[src/hw/periph_pkg.sv]
/*
 * Peripheral wrapper package
 * Bus types, access-size codes, slot numbers and register offsets
 */
`default_nettype none

package periph_pkg;

    // Widths carried on the core bus and the slot buses
    typedef logic [10:0] bus_addr_t;
    typedef logic [31:0] word_t;
    typedef logic [7:0]  byte_t;
    typedef logic [7:0]  pins_t;
    typedef logic [3:0]  slot_t;
    typedef logic [5:0]  user_off_t;
    typedef logic [3:0]  simple_off_t;

    // Top bit picks the simple class, low four bits the slot
    typedef logic [4:0]  func_sel_t;

    // Request size code, shared by read and write
    typedef enum logic [1:0] {
        SIZE_BYTE = 2'b00,
        SIZE_HALF = 2'b01,
        SIZE_WORD = 2'b10,
        SIZE_NONE = 2'b11
    } access_size_t;

    localparam int NUM_SLOTS = 16;

    // Populated slots
    localparam slot_t SLOT_GPIO     = 4'd1;
    localparam slot_t SLOT_SCRATCH0 = 4'd4;
    localparam slot_t SLOT_SCRATCH1 = 4'd5;
    localparam slot_t SIMPLE_BYTE0  = 4'd0;
    localparam slot_t SIMPLE_BYTE1  = 4'd1;

    // GPIO registers, function selects sit at 0x20 + 4 * pin
    localparam user_off_t GPIO_OFF_OUT = 6'h00;
    localparam user_off_t GPIO_OFF_IN  = 6'h04;
    localparam user_off_t GPIO_OFF_SEL = 6'h20;

    // Scratch registers
    localparam user_off_t SCR_OFF_DATA = 6'h00;
    localparam user_off_t SCR_OFF_IRQ  = 6'h04;

endpackage

`default_nettype wire

[src/hw/periph_bus_if.sv]
/*
 * Slot buses between the address decode and the peripherals
 * Full interface with handshake, byte interface without
 */
`timescale 1ns/1ps
`default_nettype none

// Full-interface slot, 64-byte window with size codes and ready
interface periph_bus_if;
    periph_pkg::user_off_t    address;
    periph_pkg::word_t        wdata;
    periph_pkg::access_size_t write_n;
    periph_pkg::access_size_t read_n;
    periph_pkg::word_t        rdata;
    logic                     ready;

    modport decoder (
        output address,
        output wdata,
        output write_n,
        output read_n,
        input  rdata,
        input  ready
    );

    modport periph (
        input  address,
        input  wdata,
        input  write_n,
        input  read_n,
        output rdata,
        output ready
    );
endinterface

// Byte-interface slot, reads are combinational and always ready
interface byte_bus_if;
    periph_pkg::simple_off_t address;
    logic                    write;
    periph_pkg::byte_t       wdata;
    periph_pkg::byte_t       rdata;

    modport decoder (
        output address,
        output write,
        output wdata,
        input  rdata
    );

    modport periph (
        input  address,
        input  write,
        input  wdata,
        output rdata
    );
endinterface

`default_nettype wire

[src/hw/periph_addr_decode.sv]
/*
 * Address decode for sixteen full slots and sixteen byte slots
 * Gates requests per slot and muxes the selected slot's response
 */
`timescale 1ns/1ps
`default_nettype none

module periph_addr_decode (
    input  periph_pkg::bus_addr_t    i_addr,
    input  periph_pkg::word_t        i_data,
    input  periph_pkg::access_size_t i_write_n,
    input  periph_pkg::access_size_t i_read_n,
    input  logic                     i_read_block,
    periph_bus_if.decoder            o_user [periph_pkg::NUM_SLOTS],
    byte_bus_if.decoder              o_simple [periph_pkg::NUM_SLOTS],
    output periph_pkg::word_t        o_rdata,
    output logic                     o_rready
);

    logic                     is_simple;
    periph_pkg::slot_t        user_slot;
    periph_pkg::slot_t        simple_slot;
    periph_pkg::access_size_t read_n_gated;
    logic                     write_req;

    // Response collected into plain arrays so it can be indexed by the address
    periph_pkg::word_t user_rdata [periph_pkg::NUM_SLOTS];
    logic              user_ready [periph_pkg::NUM_SLOTS];
    periph_pkg::byte_t simple_rdata [periph_pkg::NUM_SLOTS];

    assign is_simple   = i_addr[10];
    assign user_slot   = i_addr[9:6];
    assign simple_slot = i_addr[7:4];
    assign write_req   = i_write_n != periph_pkg::SIZE_NONE;

    // No new read reaches a slot while the returned word is being presented
    assign read_n_gated = i_read_block ? periph_pkg::SIZE_NONE : i_read_n;

    for (genvar g = 0; g < periph_pkg::NUM_SLOTS; g++) begin : g_slot
        logic user_hit;
        logic simple_hit;

        assign user_hit   = !is_simple && (user_slot == periph_pkg::slot_t'(g));
        assign simple_hit = is_simple && (simple_slot == periph_pkg::slot_t'(g));

        assign o_user[g].address = i_addr[5:0];
        assign o_user[g].wdata   = i_data;
        assign o_user[g].write_n = user_hit ? i_write_n : periph_pkg::SIZE_NONE;
        assign o_user[g].read_n  = user_hit ? read_n_gated : periph_pkg::SIZE_NONE;

        assign o_simple[g].address = i_addr[3:0];
        assign o_simple[g].write   = simple_hit && write_req;
        assign o_simple[g].wdata   = i_data[7:0];

        assign user_rdata[g]   = o_user[g].rdata;
        assign user_ready[g]   = o_user[g].ready;
        assign simple_rdata[g] = o_simple[g].rdata;
    end

    // Byte slots are always ready, their data is zero-extended
    always_comb begin
        if (is_simple) begin
            o_rdata  = {24'h0, simple_rdata[simple_slot]};
            o_rready = 1'b1;
        end else begin
            o_rdata  = user_rdata[user_slot];
            o_rready = user_ready[user_slot];
        end
    end

endmodule

`default_nettype wire

[src/hw/periph_read_return.sv]
/*
 * Read return register toward the core
 * Captures read data once and holds it until the core reports completion
 */
`timescale 1ns/1ps
`default_nettype none

module periph_read_return (
    input  logic                     clk,
    input  logic                     rst_n,
    input  periph_pkg::access_size_t i_read_n,
    input  periph_pkg::access_size_t i_write_n,
    input  periph_pkg::word_t        i_rdata,
    input  logic                     i_rready,
    input  logic                     i_data_read_complete,
    output logic                     o_read_block,
    output periph_pkg::word_t        o_data,
    output logic                     o_data_ready
);

    logic              read_req;
    logic              capture;
    logic              hold_q;
    logic              ready_q;
    periph_pkg::word_t data_q;

    assign read_req = i_read_n != periph_pkg::SIZE_NONE;

    // Only one capture per held value, a pending read waits for completion
    assign capture = read_req && i_rready && !hold_q;

    always_ff @(posedge clk) begin
        if (!rst_n) begin
            hold_q  <= 1'b0;
            ready_q <= 1'b0;
        end else begin
            if (i_data_read_complete) begin
                hold_q <= 1'b0;
            end
            if (capture) begin
                hold_q <= 1'b1;
            end
            ready_q <= capture;
        end
    end

    always_ff @(posedge clk) begin
        if (capture) begin
            data_q <= i_rdata;
        end
    end

    assign o_data       = data_q;
    assign o_read_block = ready_q;

    // Writes complete in the cycle they are presented
    assign o_data_ready = ready_q || (i_write_n != periph_pkg::SIZE_NONE);

endmodule

`default_nettype wire

[src/hw/gpio_ctrl.sv]
/*
 * GPIO block: output register, input readback and per-pin function select
 * Each output pin is taken from the pin byte of its selected slot
 */
`timescale 1ns/1ps
`default_nettype none

module gpio_ctrl (
    input  logic              clk,
    input  logic              rst_n,
    periph_bus_if.periph      i_bus,
    input  periph_pkg::pins_t i_ui_in,
    input  periph_pkg::pins_t i_user_pins [periph_pkg::NUM_SLOTS],
    input  periph_pkg::pins_t i_simple_pins [periph_pkg::NUM_SLOTS],
    output periph_pkg::pins_t o_uo_out
);

    // Pin number bits inside the select window
    localparam periph_pkg::user_off_t SEL_PIN_BITS = 6'h1C;

    localparam periph_pkg::func_sel_t SEL_RESET = {1'b0, periph_pkg::SLOT_GPIO};

    periph_pkg::pins_t      out_q;
    periph_pkg::func_sel_t  sel_q [8];
    periph_pkg::pins_t      user_src [periph_pkg::NUM_SLOTS];
    periph_pkg::word_t      rdata;
    logic                   write_en;
    logic                   sel_hit;
    logic [2:0]             sel_pin;

    assign write_en = i_bus.write_n != periph_pkg::SIZE_NONE;
    assign sel_hit  = (i_bus.address & ~SEL_PIN_BITS) == periph_pkg::GPIO_OFF_SEL;
    assign sel_pin  = i_bus.address[4:2];

    always_ff @(posedge clk) begin
        if (!rst_n) begin
            out_q <= '0;
        end else if (write_en && i_bus.address == periph_pkg::GPIO_OFF_OUT) begin
            out_q <= i_bus.wdata[7:0];
        end
    end

    for (genvar i = 0; i < 8; i++) begin : g_pin
        always_ff @(posedge clk) begin
            if (!rst_n) begin
                sel_q[i] <= SEL_RESET;
            end else if (write_en && sel_hit && sel_pin == 3'(i)) begin
                sel_q[i] <= i_bus.wdata[4:0];
            end
        end

        // Top select bit chooses the byte-slot class
        assign o_uo_out[i] = sel_q[i][4] ? i_simple_pins[sel_q[i][3:0]][i]
                                         : user_src[sel_q[i][3:0]][i];
    end

    // The GPIO slot's own pin byte is its output register
    for (genvar g = 0; g < periph_pkg::NUM_SLOTS; g++) begin : g_src
        assign user_src[g] = (g == int'(periph_pkg::SLOT_GPIO)) ? out_q : i_user_pins[g];
    end

    always_comb begin
        rdata = '0;
        if (i_bus.address == periph_pkg::GPIO_OFF_OUT) begin
            rdata = {24'h0, out_q};
        end else if (i_bus.address == periph_pkg::GPIO_OFF_IN) begin
            rdata = {24'h0, i_ui_in};
        end else if (sel_hit) begin
            rdata = {27'h0, sel_q[sel_pin]};
        end
    end

    assign i_bus.rdata = rdata;
    assign i_bus.ready = 1'b1;

endmodule

`default_nettype wire

[src/hw/scratch_peri.sv]
/*
 * Scratch register on a full-interface slot
 * Size-aware writes, data write raises an interrupt, registered reads
 */
`timescale 1ns/1ps
`default_nettype none

module scratch_peri (
    input  logic              clk,
    input  logic              rst_n,
    periph_bus_if.periph      i_bus,
    output periph_pkg::pins_t o_pins,
    output logic              o_irq
);

    periph_pkg::word_t data_q;
    periph_pkg::word_t rdata_q;
    logic              irq_q;
    logic              ready_q;
    logic              write_en;
    logic              read_en;

    assign write_en = i_bus.write_n != periph_pkg::SIZE_NONE;
    assign read_en  = i_bus.read_n != periph_pkg::SIZE_NONE;

    always_ff @(posedge clk) begin
        if (!rst_n) begin
            data_q <= '0;
            irq_q  <= 1'b0;
        end else if (write_en) begin
            if (i_bus.address == periph_pkg::SCR_OFF_DATA) begin
                // Narrow writes replace only the low bits
                case (i_bus.write_n)
                    periph_pkg::SIZE_BYTE: data_q[7:0]  <= i_bus.wdata[7:0];
                    periph_pkg::SIZE_HALF: data_q[15:0] <= i_bus.wdata[15:0];
                    default:               data_q       <= i_bus.wdata;
                endcase
                irq_q <= 1'b1;
            end else if (i_bus.address == periph_pkg::SCR_OFF_IRQ) begin
                irq_q <= 1'b0;
            end
        end
    end

    // Read data follows one cycle after the request
    always_ff @(posedge clk) begin
        if (!rst_n) begin
            ready_q <= 1'b0;
        end else begin
            ready_q <= read_en;
        end
    end

    always_ff @(posedge clk) begin
        if (read_en) begin
            if (i_bus.address == periph_pkg::SCR_OFF_DATA) begin
                rdata_q <= data_q;
            end else if (i_bus.address == periph_pkg::SCR_OFF_IRQ) begin
                rdata_q <= {31'h0, irq_q};
            end else begin
                rdata_q <= '0;
            end
        end
    end

    assign i_bus.rdata = rdata_q;
    assign i_bus.ready = ready_q;
    assign o_pins      = data_q[7:0];
    assign o_irq       = irq_q;

endmodule

`default_nettype wire

[src/hw/byte_regs_peri.sv]
/*
 * Small register file on a byte-interface slot
 * Register 0 drives the slot's pin byte
 */
`timescale 1ns/1ps
`default_nettype none

module byte_regs_peri #(
    parameter int NUM_BYTE_REGS = 4
) (
    input  logic              clk,
    input  logic              rst_n,
    byte_bus_if.periph        i_bus,
    output periph_pkg::pins_t o_pins
);

    periph_pkg::byte_t regs_q [NUM_BYTE_REGS];
    periph_pkg::byte_t rdata;

    for (genvar r = 0; r < NUM_BYTE_REGS; r++) begin : g_reg
        always_ff @(posedge clk) begin
            if (!rst_n) begin
                regs_q[r] <= '0;
            end else if (i_bus.write && i_bus.address == periph_pkg::simple_off_t'(r)) begin
                regs_q[r] <= i_bus.wdata;
            end
        end
    end

    // Offsets past the last register read zero
    always_comb begin
        rdata = '0;
        for (int r = 0; r < NUM_BYTE_REGS; r++) begin
            if (i_bus.address == periph_pkg::simple_off_t'(r)) begin
                rdata = regs_q[r];
            end
        end
    end

    assign i_bus.rdata = rdata;
    assign o_pins      = regs_q[0];

endmodule

`default_nettype wire

[src/hw/periph_top.sv]
/*
 * Peripheral wrapper top level
 * Core bus in, slot decode, read return, GPIO and the populated slots
 */
`timescale 1ns/1ps
`default_nettype none

module periph_top #(
    parameter int NUM_BYTE_REGS = 4
) (
    input  logic                     clk,
    input  logic                     rst_n,
    input  periph_pkg::bus_addr_t    i_addr,
    input  periph_pkg::word_t        i_data,
    input  periph_pkg::access_size_t i_write_n,
    input  periph_pkg::access_size_t i_read_n,
    input  logic                     i_data_read_complete,
    input  periph_pkg::pins_t        i_ui_in,
    output periph_pkg::word_t        o_data,
    output logic                     o_data_ready,
    output periph_pkg::pins_t        o_uo_out,
    output logic [1:0]               o_user_irq
);

    periph_bus_if user_bus [periph_pkg::NUM_SLOTS] ();
    byte_bus_if   simple_bus [periph_pkg::NUM_SLOTS] ();

    periph_pkg::pins_t user_pins [periph_pkg::NUM_SLOTS];
    periph_pkg::pins_t simple_pins [periph_pkg::NUM_SLOTS];
    periph_pkg::word_t slot_rdata;
    logic              slot_rready;
    logic              read_block;

    periph_addr_decode i_decode (
        .i_addr       (i_addr),
        .i_data       (i_data),
        .i_write_n    (i_write_n),
        .i_read_n     (i_read_n),
        .i_read_block (read_block),
        .o_user       (user_bus),
        .o_simple     (simple_bus),
        .o_rdata      (slot_rdata),
        .o_rready     (slot_rready)
    );

    periph_read_return i_read_return (
        .clk                  (clk),
        .rst_n                (rst_n),
        .i_read_n             (i_read_n),
        .i_write_n            (i_write_n),
        .i_rdata              (slot_rdata),
        .i_rready             (slot_rready),
        .i_data_read_complete (i_data_read_complete),
        .o_read_block         (read_block),
        .o_data               (o_data),
        .o_data_ready         (o_data_ready)
    );

    gpio_ctrl i_gpio (
        .clk           (clk),
        .rst_n         (rst_n),
        .i_bus         (user_bus[periph_pkg::SLOT_GPIO]),
        .i_ui_in       (i_ui_in),
        .i_user_pins   (user_pins),
        .i_simple_pins (simple_pins),
        .o_uo_out      (o_uo_out)
    );

    scratch_peri i_scratch0 (
        .clk    (clk),
        .rst_n  (rst_n),
        .i_bus  (user_bus[periph_pkg::SLOT_SCRATCH0]),
        .o_pins (user_pins[periph_pkg::SLOT_SCRATCH0]),
        .o_irq  (o_user_irq[0])
    );

    scratch_peri i_scratch1 (
        .clk    (clk),
        .rst_n  (rst_n),
        .i_bus  (user_bus[periph_pkg::SLOT_SCRATCH1]),
        .o_pins (user_pins[periph_pkg::SLOT_SCRATCH1]),
        .o_irq  (o_user_irq[1])
    );

    byte_regs_peri #(.NUM_BYTE_REGS(NUM_BYTE_REGS)) i_byte_regs0 (
        .clk    (clk),
        .rst_n  (rst_n),
        .i_bus  (simple_bus[periph_pkg::SIMPLE_BYTE0]),
        .o_pins (simple_pins[periph_pkg::SIMPLE_BYTE0])
    );

    byte_regs_peri #(.NUM_BYTE_REGS(NUM_BYTE_REGS)) i_byte_regs1 (
        .clk    (clk),
        .rst_n  (rst_n),
        .i_bus  (simple_bus[periph_pkg::SIMPLE_BYTE1]),
        .o_pins (simple_pins[periph_pkg::SIMPLE_BYTE1])
    );

    // Empty slots read zero and never stall the core
    for (genvar g = 0; g < periph_pkg::NUM_SLOTS; g++) begin : g_tie
        if (g != int'(periph_pkg::SLOT_SCRATCH0) && g != int'(periph_pkg::SLOT_SCRATCH1)) begin
            // GPIO substitutes its own output byte for this entry
            assign user_pins[g] = '0;
            if (g != int'(periph_pkg::SLOT_GPIO)) begin : g_empty_user
                assign user_bus[g].rdata = '0;
                assign user_bus[g].ready = 1'b1;
            end
        end
        if (g != int'(periph_pkg::SIMPLE_BYTE0) && g != int'(periph_pkg::SIMPLE_BYTE1)) begin
            assign simple_bus[g].rdata = '0;
            assign simple_pins[g]      = '0;
        end
    end

endmodule

`default_nettype wire

[config.mk]
export PLATFORM = sky130hd
export DESIGN_NAME = periph_top
export DESIGN_NICKNAME = d
export VERILOG_FILES = /design/src/hw/periph_pkg.sv /design/src/hw/periph_bus_if.sv /design/src/hw/periph_addr_decode.sv /design/src/hw/periph_read_return.sv /design/src/hw/gpio_ctrl.sv /design/src/hw/scratch_peri.sv /design/src/hw/byte_regs_peri.sv /design/src/hw/periph_top.sv
export SDC_FILE = /design/constraint.sdc
export NUM_CORES = 1
export LEC_CHECK = 0
export ABC_AREA = 1
export BUFFER_PORTS_ARGS = -buffer_cell sky130_fd_sc_hd__clkbuf_2
export CAP_MARGIN = 20
export CORE_ASPECT_RATIO = 0.7
export CORE_MARGIN = 2
export CORE_UTILIZATION = 45
export DETAILED_ROUTE_END_ITERATION = 8
export HOLD_SLACK_MARGIN = 0.06
export PLACE_DENSITY = 0.71
export REMOVE_ABC_BUFFERS = 1
export SKIP_LAST_GASP = 1
export SLEW_MARGIN = 20
export SYNTH_ARGS = -nofsm -noshare
export SYNTH_HDL_FRONTEND = slang
export SYNTH_SLANG_ARGS = --single-unit
[constraint.sdc]
create_clock -name clk -period 5.7 [get_ports clk]
set_input_delay 0.285 -clock clk [delete_from_list [all_inputs] [get_ports clk]]
set_output_delay 0.285 -clock clk [all_outputs]
set_load 0.02 [all_outputs]
==> impl_metrics.ini <==
[status]
status = finished, final reports clean

[grt]
grt_overflow_total = 0
grt_util_met2_pct = 34.3
via_count_of_the_first_global_routing_pass = 8789
busiest_layer = met2
global_route_wire_length_before_repair_microns = 50500
use_met1_pct = 33.5
globalRouteTotalUtil_pct = 22.8
maximum_number_of_pins_on_one_net_before_global_route_repair = 75
met3_usage_pct = 5.20
grt_antenna_before_repair = 0

[clocking]
clk-insertion-delay-late_ns = 0.54
cts.path.max_buffers = 3
cts_resized = 0
htree_levels = 1
cts-hold-fix-buffers = 25
cts_clk_pin_slew_worst_paths_ns = 0.06
cts_tree = yes
cts.root.buffer_cell = clkbuf_16
tritoncts_num_sinks = 278
num_cts_buffers = 27
postCtsSetupRepairBufs = 0

[worst_setup_path]
crit_chain = clkbuf_2, nor2_8, nand2_2, nor2_8, nand3_4, nor2_4, inv_2, nor2_1, nor2_1
timing.critical_path.arrival_ns = 3.09
critical_path_class = in2reg
cpPeakStageDelay_ns = 0.60
cp.buffers_inverters = 2
worst_path_slowest_cell = nor2_8
cp-start-kind = primary input
cpLargestDelayFamily = simple AND/OR/NAND/NOR gates
crit_path_max_fanout = 46
timing.critical_path.required_ns = 6.12
critical_path_end_type = flop

[drt]
drc_errors = 0
drt_pre_antenna_iters = 5
detailedRoute.firstIterationViolations = 1078
ratio_of_routed_vias_to_standard_cells = 5.32
antenna_left = 0
route.detailed.wl_per_inst_microns = 18.3
vias = 9647
postRouteWirelength_microns = 33100

[sta]
fin_worst_skew_ns = 0.0116
tightestPinTransition_ns = 1.11
tns_ns = 0
grt_setup_unrepaired = no
max_slew_margin_pct = 25.8
period_needed_ns = 2.67
post-route-worst-setup-slack_ns = 3.03
maxClockFrequency_ghz = 0.374
min_period_over_period_pct = 46.8
report.final.setup_viol = 0
final_max_slew_viol_count = 0
final_hold_viol_count = 0

[logic_synthesis]
ys_seq_elements = 278
number_of_flops_mapped_to_enable_cells_by_yosys = 200
synth.lib_cells_used.distinct = 34
number_of_standard_cells_after_synthesis = 1330
synth-main-ff-cell = edfxtp_1
post_synth_instance_area_sq_mm = 0.0122
synth_warnings = 0
syn_avg_cell_area_sq_um = 9.21
synth_sequential_area_ratio_pct = 61.8
async_flop_share_pct = 0

[cells_and_area]
postLayoutCoreUtil_pct = 52.7
final_common_cell = nor2_1
final_layout_size_suffix_gt1_share_pct = 12.2
post_layout_nonfiller_instances = 1815
antennaDiodeCount = 0
synthToLayoutAreaGrowth_pct = 15.2
layout_common_cells = 294 x nor2_1, 221 x nand2_1, 200 x edfxtp_1, 139 x inv_1, 99 x clkbuf_2
finish.net_count = 1488

[placed_design]
dpl.hpwl_microns = 22400
numPortBuffers = 100
gp_routability_congestion = 0.944
dpl.cell_count = 1739
pre_cts_ws_ns = 2.62

[floorplan]
design.portCount = 101
die_width_microns = 201
fp.dieArea_sq_mm = 0.0286
die_h_microns = 142
area_inside_the_core_boundary_sq_mm = 0.0268
floorplan.initialDensity_pct = 45.7
row_count = 50

[min_path]
worst_hold_path_type = in2reg

[power_and_ir_drop]
power_density_mw_per_mm2 = 306
power.leakage_uw = 0.00574
ir_drop_v = 0.000205

[run]
max_cap_violations = 0
cell usage after synthesis, drive strengths merged (4+ instances only):
master	count	area share (%)
nand3	91	3.9
a22o	26	1.9
nand4	13	0.66
nor3	8	0.46
a211oi	4	0.25
nand2	226	7.1
a21oi	74	3.0
nor2	306	9.9
o21ai	84	3.4
inv	148	4.6
a22oi	5	0.31
edfxtp	200	49
clkbuf	30	0.92
dfxtp	78	13
buf	28	1.2
flip-flops by register name, summed over array words and instances (netlist names), 8 cells and up:
signal and count:
i_gpio.sel_q 40, i_byte_regs1.regs_q 32, i_byte_regs0.regs_q 32, i_scratch1.data_q 32, i_scratch0.i_bus.rdata 32, i_scratch0.data_q 32, i_gpio.out_q 8, i_scratch1.i_bus.rdata 32
i_read_return.o_data 32
logic make-up (layout without fill, tap and decap cells):
| logic type | after synthesis | after routing | synth area share [%] |
|---|---|---|---|
| AOI/OAI and AO/OA | 195 | 195 | 8.99 |
| buffers and inverters | 209 | 330 | 6.81 |
| DFF | 278 | 278 | 61.8 |
| and+or+nand+nor | 648 | 648 | 22.4 |
per-stage QoR:
step	hold slack (ns)	power (uW)	area (sq um)
2_1_floorplan	0.396	2440	12000
3_3_place_gp	0.445	2580	13000
3_5_place_dp	0.471	2580	13000
4_1_cts	0.0713	4320	14100
5_1_grt	0.0781	4430	14100
6_report	0.0851	4310	14100
power by group:
group          total, uW  switching (uW)  internal [uW]
registers           2260            34.0           2230
clock network       1750             760            990
logic                300             220           79.5
total               4310            1010           3300
final cells by class:
type                       count  area, sq um
clock inverter                16          135
timing repair buffer         129          783
inverter                     151          571
multi-input combinational    843         3870
clock buffer                  34          722
sequential                   278         7570
tap                          364          455
fill                        2463        12700
path summary, 6_finish.rpt:
check	startpoint	end	slack, ns	cells past startpoint
worst min-delay path	i_data[1]	i_gpio.out_q[1]	0.09	3
worst max register to register	i_read_return.o_read_block	i_scratch1.i_bus.rdata[2]	3.80	3
worst min register to register	i_read_return.hold_q	i_read_return.hold_q	0.48	2
worst max-delay path	i_addr[2]	i_scratch1.data_q[29]	3.03	9
per-layer routing:
metal	vias to the layer above	wire [microns]
met4	0	707
li1	4593	-
met5	-	0
met1	4563	14800
met3	49	3290
met2	442	14300
worst register-to-register path, cell delays in order (launching register included):
cell and delay [ns]:
dfxtp_1 0.29, inv_1 0.11, nand2_1 0.18, nor2_4 0.88
Note: power is estimated with default switching activity, not from simulation.
